### src/switch_macros.svh
/* Size constants of the four-port to one-port bus switch:
   port count, port index width, ID, address and data widths. */
`ifndef SWITCH_MACROS_SVH
`define SWITCH_MACROS_SVH

// ~~~~~~~~~~~~~~~~~~~~~~~~~~~~~~~~~~~~~~~~~~~~~~~~~~~~~~~~~~~~
// Port count and index
// ~~~~~~~~~~~~~~~~~~~~~~~~~~~~~~~~~~~~~~~~~~~~~~~~~~~~~~~~~~~~

`define SW_PORTS 4 // Upstream requesters.
`define SW_SEL_WIDTH 2 // Bits that encode an upstream port index.

// ~~~~~~~~~~~~~~~~~~~~~~~~~~~~~~~~~~~~~~~~~~~~~~~~~~~~~~~~~~~~
// Bus fields
// ~~~~~~~~~~~~~~~~~~~~~~~~~~~~~~~~~~~~~~~~~~~~~~~~~~~~~~~~~~~~

// The downstream ID is the port index stacked on this width.
`define SW_LOCAL_ID_WIDTH 4

`define SW_ADDR_WIDTH 16
`define SW_DATA_WIDTH 32

`endif

### src/switch_pkg.sv
/* Shared types of the bus switch: port index, ID, address and data
   vectors, and the round-robin arbiter FSM states. */
`include "switch_macros.svh"

package switch_pkg;

  // ~~~~~~~~~~~~~~~~~~~~~~~~~~~~~~~~~~~~~~~~~~~~~~~~~~~~~~~~~~~~
  // Field types
  // ~~~~~~~~~~~~~~~~~~~~~~~~~~~~~~~~~~~~~~~~~~~~~~~~~~~~~~~~~~~~

  // Number of one upstream port.
  typedef logic [`SW_SEL_WIDTH-1:0] port_idx_t;

  // ID as a requester sees it.
  typedef logic [`SW_LOCAL_ID_WIDTH-1:0] local_id_t;

  // Downstream ID, port index in the upper bits.
  typedef logic [`SW_SEL_WIDTH+`SW_LOCAL_ID_WIDTH-1:0] bus_id_t;

  typedef logic [`SW_ADDR_WIDTH-1:0] addr_t;

  typedef logic [`SW_DATA_WIDTH-1:0] data_t;

  // ~~~~~~~~~~~~~~~~~~~~~~~~~~~~~~~~~~~~~~~~~~~~~~~~~~~~~~~~~~~~
  // Arbiter FSM
  // ~~~~~~~~~~~~~~~~~~~~~~~~~~~~~~~~~~~~~~~~~~~~~~~~~~~~~~~~~~~~

  typedef enum logic {
    ARB_IDLE, // Grant follows the request search.
    ARB_HOLD  // Grant frozen until acknowledged.
  } arb_state_t;

endpackage

### src/switch_rr_arbiter.sv
/* Round-robin arbiter with a rotating pointer, which keeps its grant
   until the granted request is acknowledged. */
`include "switch_macros.svh"

module switch_rr_arbiter
  import switch_pkg::*;
#(
  parameter int PORTS = `SW_PORTS
)(
  input  logic             i_clk,
  input  logic             i_rst,
  input  logic [PORTS-1:0] i_request,
  input  logic             i_ack,
  output logic [PORTS-1:0] o_grant,
  output port_idx_t        o_grant_idx
);
  arb_state_t state;
  port_idx_t  pointer;
  port_idx_t  held_idx;
  port_idx_t  search_idx;
  port_idx_t  next_pointer;
  logic       search_hit;
  logic       grant_valid;

  // First request at or after the pointer, wrapping at PORTS.
  always_comb begin
    int lane;
    search_idx = '0;
    search_hit = 1'b0;
    for (int i = 0; i < PORTS; i++) begin
      lane = int'(pointer) + i;
      if (lane >= PORTS) begin
        lane = lane - PORTS;
      end
      if (!search_hit && i_request[lane]) begin
        search_hit = 1'b1;
        search_idx = port_idx_t'(lane);
      end
    end
  end

  always_comb begin
    if (state == ARB_HOLD) begin
      grant_valid = 1'b1;
      o_grant_idx = held_idx;
    end else begin
      grant_valid = search_hit;
      o_grant_idx = search_idx;
    end
  end

  always_comb begin
    for (int i = 0; i < PORTS; i++) begin
      o_grant[i] = grant_valid && (o_grant_idx == port_idx_t'(i));
    end
  end

  assign next_pointer = (o_grant_idx == port_idx_t'(PORTS - 1)) ? '0 : o_grant_idx + 1'b1;

  always_ff @(posedge i_clk) begin
    if (i_rst) begin
      state   <= ARB_IDLE;
      pointer <= '0;
    end else begin
      case (state)
        ARB_IDLE: begin
          if (search_hit && i_ack) begin
            pointer <= next_pointer; // Accepted in the grant cycle.
          end else if (search_hit) begin
            state <= ARB_HOLD;
          end
        end
        ARB_HOLD: begin
          if (i_ack) begin
            state   <= ARB_IDLE;
            pointer <= next_pointer;
          end
        end
        default: state <= ARB_IDLE;
      endcase
    end
  end

  // Winner captured while idle, replayed in ARB_HOLD.
  always_ff @(posedge i_clk) begin
    if (state == ARB_IDLE) begin
      held_idx <= search_idx;
    end
  end

endmodule

### src/switch_request_path.sv
/* Request path of the switch: arbitrates the upstream command lanes,
   forwards the winner downstream and widens its ID by the port index. */
`include "switch_macros.svh"

module switch_request_path
  import switch_pkg::*;
(
  input  logic                      i_clk,
  input  logic                      i_rst,

  // Upstream command lanes.
  input  logic [`SW_PORTS-1:0]      i_cmd_valid,
  input  local_id_t [`SW_PORTS-1:0] i_cmd_id,
  input  addr_t [`SW_PORTS-1:0]     i_cmd_addr,
  input  logic [`SW_PORTS-1:0]      i_cmd_write,
  input  data_t [`SW_PORTS-1:0]     i_cmd_data,
  output logic [`SW_PORTS-1:0]      o_cmd_accept,

  // Downstream command port.
  output logic                      o_m_cmd_valid,
  output bus_id_t                   o_m_cmd_id,
  output addr_t                     o_m_cmd_addr,
  output logic                      o_m_cmd_write,
  output data_t                     o_m_cmd_data,
  input  logic                      i_m_cmd_accept
);
  logic [`SW_PORTS-1:0] grant;
  port_idx_t            grant_idx;
  logic                 cmd_ack;

  // ~~~~~~~~~~~~~~~~~~~~~~~~~~~~~~~~~~~~~~~~~~~~~~~~~~~~~~~~~~~~
  // Arbitration
  // ~~~~~~~~~~~~~~~~~~~~~~~~~~~~~~~~~~~~~~~~~~~~~~~~~~~~~~~~~~~~

  switch_rr_arbiter #(
    .PORTS        (`SW_PORTS    )
  ) switch_rr_arbiter_inst (
    .i_clk        (i_clk        ),
    .i_rst        (i_rst        ),
    .i_request    (i_cmd_valid  ),
    .i_ack        (cmd_ack      ),
    .o_grant      (grant        ),
    .o_grant_idx  (grant_idx    )
  );

  // The pointer moves only on a real downstream transfer.
  assign cmd_ack = o_m_cmd_valid && i_m_cmd_accept;

  // ~~~~~~~~~~~~~~~~~~~~~~~~~~~~~~~~~~~~~~~~~~~~~~~~~~~~~~~~~~~~
  // Command forwarding
  // ~~~~~~~~~~~~~~~~~~~~~~~~~~~~~~~~~~~~~~~~~~~~~~~~~~~~~~~~~~~~

  assign o_m_cmd_valid = |grant;

  always_comb begin
    o_m_cmd_id    = {grant_idx, i_cmd_id[grant_idx]}; // Port index above the local ID.
    o_m_cmd_addr  = i_cmd_addr[grant_idx];
    o_m_cmd_write = i_cmd_write[grant_idx];
    o_m_cmd_data  = i_cmd_data[grant_idx];
  end

  // Only the granted lane sees the downstream accept.
  always_comb begin
    for (int i = 0; i < `SW_PORTS; i++) begin
      o_cmd_accept[i] = grant[i] && i_m_cmd_accept;
    end
  end

endmodule

### src/switch_response_path.sv
/* Response path of the switch: decodes the port index from the
   downstream response ID and steers the response to that port. */
`include "switch_macros.svh"

module switch_response_path
  import switch_pkg::*;
(
  // Downstream response port.
  input  logic                 i_m_res_valid,
  input  bus_id_t              i_m_res_id,
  input  data_t                i_m_res_data,
  output logic                 o_m_res_accept,

  // Upstream response lanes, ID and data shared by all.
  output logic [`SW_PORTS-1:0] o_res_valid,
  output local_id_t            o_res_id,
  output data_t                o_res_data,
  input  logic [`SW_PORTS-1:0] i_res_accept
);
  localparam int BUS_ID_WIDTH = $bits(bus_id_t);

  port_idx_t res_port;

  // ~~~~~~~~~~~~~~~~~~~~~~~~~~~~~~~~~~~~~~~~~~~~~~~~~~~~~~~~~~~~
  // ID decode
  // ~~~~~~~~~~~~~~~~~~~~~~~~~~~~~~~~~~~~~~~~~~~~~~~~~~~~~~~~~~~~

  assign res_port = i_m_res_id[BUS_ID_WIDTH-1-:`SW_SEL_WIDTH]; // Inserted by the request path.

  always_comb begin
    for (int p = 0; p < `SW_PORTS; p++) begin
      o_res_valid[p] = i_m_res_valid && (res_port == port_idx_t'(p));
    end
  end

  // ~~~~~~~~~~~~~~~~~~~~~~~~~~~~~~~~~~~~~~~~~~~~~~~~~~~~~~~~~~~~
  // Payload and back-pressure
  // ~~~~~~~~~~~~~~~~~~~~~~~~~~~~~~~~~~~~~~~~~~~~~~~~~~~~~~~~~~~~

  assign o_res_id   = i_m_res_id[`SW_LOCAL_ID_WIDTH-1:0]; // Index bits stripped.
  assign o_res_data = i_m_res_data;

  assign o_m_res_accept = i_res_accept[res_port];

endmodule

### src/switch_m_to_1.sv
/* Four-port to one-port bus switch, joining the arbitrating request
   path and the ID-routed response path. */
`include "switch_macros.svh"

module switch_m_to_1
  import switch_pkg::*;
(
  input  logic                      i_clk,
  input  logic                      i_rst,

  // Upstream command lanes.
  input  logic [`SW_PORTS-1:0]      i_cmd_valid,
  input  local_id_t [`SW_PORTS-1:0] i_cmd_id,
  input  addr_t [`SW_PORTS-1:0]     i_cmd_addr,
  input  logic [`SW_PORTS-1:0]      i_cmd_write,
  input  data_t [`SW_PORTS-1:0]     i_cmd_data,
  output logic [`SW_PORTS-1:0]      o_cmd_accept,

  // Downstream command port.
  output logic                      o_m_cmd_valid,
  output bus_id_t                   o_m_cmd_id,
  output addr_t                     o_m_cmd_addr,
  output logic                      o_m_cmd_write,
  output data_t                     o_m_cmd_data,
  input  logic                      i_m_cmd_accept,

  // Downstream response port.
  input  logic                      i_m_res_valid,
  input  bus_id_t                   i_m_res_id,
  input  data_t                     i_m_res_data,
  output logic                      o_m_res_accept,

  // Upstream response lanes.
  output logic [`SW_PORTS-1:0]      o_res_valid,
  output local_id_t                 o_res_id,
  output data_t                     o_res_data,
  input  logic [`SW_PORTS-1:0]      i_res_accept
);

  switch_request_path switch_request_path_inst (
    .i_clk          (i_clk          ),
    .i_rst          (i_rst          ),
    .i_cmd_valid    (i_cmd_valid    ),
    .i_cmd_id       (i_cmd_id       ),
    .i_cmd_addr     (i_cmd_addr     ),
    .i_cmd_write    (i_cmd_write    ),
    .i_cmd_data     (i_cmd_data     ),
    .o_cmd_accept   (o_cmd_accept   ),
    .o_m_cmd_valid  (o_m_cmd_valid  ),
    .o_m_cmd_id     (o_m_cmd_id     ),
    .o_m_cmd_addr   (o_m_cmd_addr   ),
    .o_m_cmd_write  (o_m_cmd_write  ),
    .o_m_cmd_data   (o_m_cmd_data   ),
    .i_m_cmd_accept (i_m_cmd_accept )
  );

  switch_response_path switch_response_path_inst (
    .i_m_res_valid  (i_m_res_valid  ),
    .i_m_res_id     (i_m_res_id     ),
    .i_m_res_data   (i_m_res_data   ),
    .o_m_res_accept (o_m_res_accept ),
    .o_res_valid    (o_res_valid    ),
    .o_res_id       (o_res_id       ),
    .o_res_data     (o_res_data     ),
    .i_res_accept   (i_res_accept   )
  );

endmodule

### config.mk
export PLATFORM = sky130hd
export DESIGN_NAME = switch_m_to_1
export DESIGN_NICKNAME = d
export VERILOG_FILES = /design/src/switch_pkg.sv /design/src/switch_rr_arbiter.sv /design/src/switch_request_path.sv /design/src/switch_response_path.sv /design/src/switch_m_to_1.sv
export VERILOG_INCLUDE_DIRS = /design/src
export SDC_FILE = /design/constraint.sdc
export NUM_CORES = 1
export LEC_CHECK = 0
export ABC_AREA = 1
export BUFFER_PORTS_ARGS = -buffer_cell sky130_fd_sc_hd__clkbuf_2
export CAP_MARGIN = 20
export CORE_AREA = 8 8 134 136
export DETAILED_ROUTE_END_ITERATION = 10
export DIE_AREA = 0 0 142 144
export MAX_ROUTING_LAYER = met4
export PLACE_DENSITY = 0.54
export SETUP_SLACK_MARGIN = 0.15
export SLEW_MARGIN = 20
export SYNTH_ARGS = -nofsm -noshare
export SYNTH_HDL_FRONTEND = slang
export SYNTH_HIERARCHICAL = 1
export SYNTH_SLANG_ARGS = --single-unit
### constraint.sdc
create_clock -name i_clk -period 3.09 [get_ports i_clk]
set_clock_uncertainty 0.2 [all_clocks]
set_input_delay 0.309 -clock i_clk [delete_from_list [all_inputs] [get_ports i_clk]]
set_output_delay 0.309 -clock i_clk [all_outputs]
set_load 0.02 [all_outputs]
# Word-level counts from Yosys, hierarchy flattened
# Index checks and enable logic that the tools add are counted.
# word_totals
input_bits	262
rom_bits	0
n_memories	0
mem_bits_rw	0
ff_bits	5
wordCells	98
latch_bits	0
output_inout_bits	101
# classes
n_addsub	8
n_eq_ne	8
reduce_logical	24
bitwise	1
muxes	44
order_cmp	10
multipliers	0
n_div	0
shifts	0
# ops
cell	n
$mux 32	5
$lt 32x4->1 const B	4
$bmux 32 s2	1
$bmux 16 s2	1
$mux 1	18
$logic_and 1x1->1	17
$mux 16	1
$mux 2	8
$bmux 1 s2	6
$sub 3x3->4 const B	3
$ge 3x3->1 const B	3
$bmux 4 s2	1
$eq 2x2->1 const B	4
$add 2x2->3 const B	2
$lt 2x3->1 const B	2
$eq 2x1->1 const B	2
$logic_not 2->1	2
$mux 4	1
$ne 2x2->1 const B	2
$pmux 2 s2	1
$reduce_or 4->1	1
$sub 2x3->4 const B	1
$add 2x1->3 const B	1
$ge 2x3->1 const B	1
other kinds (5)	7

# Depth between registers and ports, before layout
# logic_depth
word_depth	23
ltp_mapped	21
ltp_nobuf	20

# Cells and area by module
# Netlist, hierarchy kept.
# by_module_without_submodules
mod	seq_area_each_um2	n_inst	area_per_inst_um2	cells_each
switch_request_path	0.0	1	2580.0	631
switch_rr_arbiter	100.1	1	591.8	85
switch_response_path	0.0	1	340.3	52

# Worst setup path after synthesis
# OpenSTA, ideal clock, no wires.
# synth_path
path_kind	register to register
from	register switch_request_path_inst.switch_rr_arbiter_inst.pointer[0]
to	register switch_request_path_inst.switch_rr_arbiter_inst.pointer[1]
t_required_ns	2.774
t_arrival_ns	2.359
stages_incl_launch_ff	19
setup_slack_ns	0.415
setup_time_ns	0.116
path_buffers	1
period_less_slack_ns	2.675
cell_sequence	dfxtp_1 -> buf_6 -> nand2_1 -> nand2_1 -> nand2_2 -> nand2_4 -> nand3_4 -> o21ai_0 -> o22ai_1 -> inv_1 -> ha_1 -> inv_1 -> nor2_1 -> nor2_1 -> a21boi_0 -> inv_1 -> nor2_4 -> nand2_1 -> nor3b_2
# synth_between
elab_chain_cells	23
word_cells_on_any_way	62
cone_classes	add/sub (8); order compare (4); eq/ne (5); mux (30); reduce/logical (15)
# synth_lines
element	line_no	rtl
from (decl)	switch_rr_arbiter.sv:18	port_idx_t pointer;
from (signal assigned)	switch_rr_arbiter.sv:68	pointer <= next_pointer;
from (signal assigned)	switch_rr_arbiter.sv:76	pointer <= next_pointer;
parallel branches: the longest is 14 deep, another holds $sub 3x3->4	--	
$mux 2 *	switch_rr_arbiter.sv:35	if (!search_hit && i_request[lane]) begin
$mux 2 *	switch_rr_arbiter.sv:43	if (state == ARB_HOLD) begin
net o_m_cmd_id[5]	switch_m_to_1.sv:21	output bus_id_t o_m_cmd_id,
$eq 2x2->1 *	switch_rr_arbiter.sv:54	o_grant[i] = grant_valid && (o_grant_idx == port_idx_t'(i));
$logic_and 1x1->1 *	switch_rr_arbiter.sv:54	
net switch_request_path_inst.grant[3]	switch_request_path.sv:27	logic [`SW_PORTS-1:0] grant;
$reduce_or 4->1 *	switch_request_path.sv:53	assign o_m_cmd_valid = |grant;
$logic_and 1x1->1 *	switch_request_path.sv:47	assign cmd_ack = o_m_cmd_valid && i_m_cmd_accept;
net switch_request_path_inst.cmd_ack	switch_request_path.sv:29	logic cmd_ack;
$logic_and 1x1->1	switch_rr_arbiter.sv:67	if (search_hit && i_ack) begin
$ne 2x2->1 (no source line)	--	
$reduce_and 2->1 (no source line) *	--	
# Mark *: on every way through the listed nets, which the timed path passes. The select of a mux whose other input is x is not followed.
# A chain may end at the register's enable or synchronous reset.

# Worst setup path after layout
# layout_path
from	register switch_request_path_inst.switch_rr_arbiter_inst.pointer[0]
to	output o_m_cmd_addr[1]
# layout_between
elab_chain_cells	18
word_cells_on_any_way	43
cone_classes	add/sub (7); order compare (4); mux (26); reduce/logical (6)
# layout_lines
element	line_no	rtl
parallel branches: the longest is 14 deep, another holds $sub 3x3->4	--	
$mux 2 *	switch_rr_arbiter.sv:35	
$mux 2 *	switch_rr_arbiter.sv:43	
$bmux 16 s2 *	switch_request_path.sv:57	o_m_cmd_addr = i_cmd_addr[grant_idx];
$mux 16 (implied by the code) *	switch_request_path.sv:57	
to (decl)	switch_m_to_1.sv:22	output addr_t o_m_cmd_addr,
# Mark *: on every way between the ends. The select of a mux whose other input is x is not followed.

==> out/qor.yml <==
finalSetupViolations: 0
synth.most_common_cell: "nand2_1"
critPathMaxFanout: 35
synth_commonest_cells: "nand2_1 (300), inv_1 (230), nand3_1 (113)"
slew_viol_final: 0
period_share: 0.895
fin_ws_ns: 0.324
yosys_warnings: 6
drt_first_pass_iters: 4
total_power_mw: 7.96
min_path_cells: 2
post-place-ws_ns: 0.286
synth_cells: 768
period_minus_slack_ns: 2.77
overflow: 0
wl_um: 16000
antenna_found_initial: 0
start_util: 0.219
h-tree-depth: 1
crit_chain: "buf_6, clkinv_8, nand2_1, nand2_2, nand2_2, nand2_4, nand3_4, o21ai_1, o22ai_2, inv_2, buf_12, nand3_1, nand2_1, clkbuf_2"
hold_viol: 0
synth_largest_area_cell: "nand2_1"
layout.nets: 1279
drv_cap: 0
critPathCaptureType: "output port"
ys.flop_type: "dfxtp_1"
numPortBuffers: 290
drt-initial-drc-count: 187
status: "finished, final reports clean"
die_h_um: 144
fin_cells: 1232
cts.path.max_buffers: 2
cts.sinks: 5
grt_pass1_wl_um: 23000
ys_seq_area_frac: 0.0285
groute.usage.overall: 0.141
rows: 47
syn_nets: 1034
synth_edf_count: 0
vias_per_cell: 4.00
synth_top_cell_area_share: 0.321
syn2layout_area_growth_pct: 49.3
postSynthAreaPerCell_um2: 4.57
route.antenna.remaining_nets: 0
tns_ns: 0
dieArea_mm2: 0.0204
synth_cell_type_count: 29
nFillCells: 1901
cp_slowest_cell: "dfxtp_2"
worst_pin_slew_ns: 0.250
min-delay-start: "i_rst"
grt_setup_unrepaired: "true"
grt_pass1_vias: 4753
utilization: 0.327
start_kind: "flip-flop"
post-place-cells: 1218
cp_slowest_stage_delay_ns: 0.31
die_x_um: 142
leakage_nw: 3.90
power_density_mw_per_mm2: 1520
arrival_ns: 2.26
ys_ff_latch: 5
vdd_drop_max_mv: 0.634
drc: 0
diodes: 0
syn_area_mm2: 0.00351
core_area_mm2: 0.0161
gp_congestion: 0.874
async_flop_share: 0
clock_latency_ns: 0.23
required_ns: 2.58
numCtsBuffers: 3
cts-root-buf: "clkbuf_16"
r2r_slack_ns: 0.37
wl_per_cell_um: 12.9
dr_total_vias: 4932
r2r_cells: 19
slew_headroom: 0.833
min-delay-path-class: "primary input to flip-flop"
cts_tree: "built"
cts_hold_buf: 0
fmax_ghz: 0.362
final_layout_size_suffix_gt1_frac: 0.347
grt_start_max_net_pins: 66
io_pins: 363
path_clk_slew_ns: 0.03
dp_hpwl_um: 12400
path_class: "flip-flop to output port"
synthTopCellsByArea: "nand2_1 (32%), inv_1 (25%), nand3_1 (16%)"
## repair_timing
action                     in CTS  in global routing
gates resized for setup         4                 24
setup endpoints to repair      35                 60
pin swaps                       0                  5
cloned                          2                  4
setup buffers                   0                  4
## stage by stage
stage / cell area, µm² / hold slack [ns]
finish: 5250 / 0.0895
global route: 5250 / 0.103
CTS: 5080 / 0.101
detailed placement: 4920 / 0.340
global placement: 4920 / 0.322
floorplan: 3510 / 0.179
## kinds of logic after synthesis
family,share of synthesized area
AND/OR/NAND/NOR,0.554
AO/OA/AOI/OAI,0.00891
adder cells (fa/ha/maj),0.0143
buffers and inverters,0.394
flip-flops,0.0285
## metal layers
| layer | GRT usage | vias to the layer above | part of all wire |
|---|---|---|---|
| li1 | - | 2628 | - |
| met1 | 0.159 | 2069 | 0.41 |
| met2 | 0.246 | 213 | 0.49 |
| met3 | 0.0370 | 22 | 0.091 |
| met4 | 0.0339 | 0 | 0.013 |
| met5 | - | - | 0 |
## cells in the final DEF, fill, tap and decap left out, drive strengths merged
cell and n:
a21boi 1, a21oi 1, buf 20, clkbuf 295
clkinv 3, dfxtp 5, ha 4, inv 233
nand2 311, nand3 117, nand4 2, nor2 11
nor3 5, nor3b 1, o21ai 1, o21bai 1
o22ai 1
## sequential cells by signal, indices dropped and copies added, names as in the netlist
register	count
switch_request_path_inst/switch_rr_arbiter_inst/held_idx	2
switch_request_path_inst/switch_rr_arbiter_inst/state	1
switch_request_path_inst/switch_rr_arbiter_inst/pointer	2
## cell type report
type,count,area [µm²],area share
timing repair buffer,311,1810,0.344
clock buffer,4,78.8,0.0150
multi-input combinational,456,2060,0.392
tap,220,275,0.0525
sequential,5,103,0.0196
inverter,236,926,0.177
## critical path: cells and delay by family (launching register included)
kind / cells / cell delay, ns
AO/OA/AOI/OAI: 2 / 0.28
buffers and inverters: 5 / 0.72
flip-flops: 1 / 0.31
AND/OR/NAND/NOR: 7 / 0.68
## how the worst max path moves through the flow
stage	slack, ns	endpoint
finish	0.32	o_m_cmd_addr[1]
global route	0.12	flip-flop
CTS	0.14	o_m_cmd_data[31]
detailed placement	0.29	flip-flop
global placement	0.32	flip-flop
floorplan	0.41	flip-flop
## power by group
group	total [mW]	internal (mW)	leakage (nW)	switching, mW
sequential	0.115	0.0986	0.0425	0.0166
combinational	7.64	2.69	3.82	4.95
clock	0.212	0.171	0.0382	0.0411
Note: power is estimated with default switching activity, not from simulation.
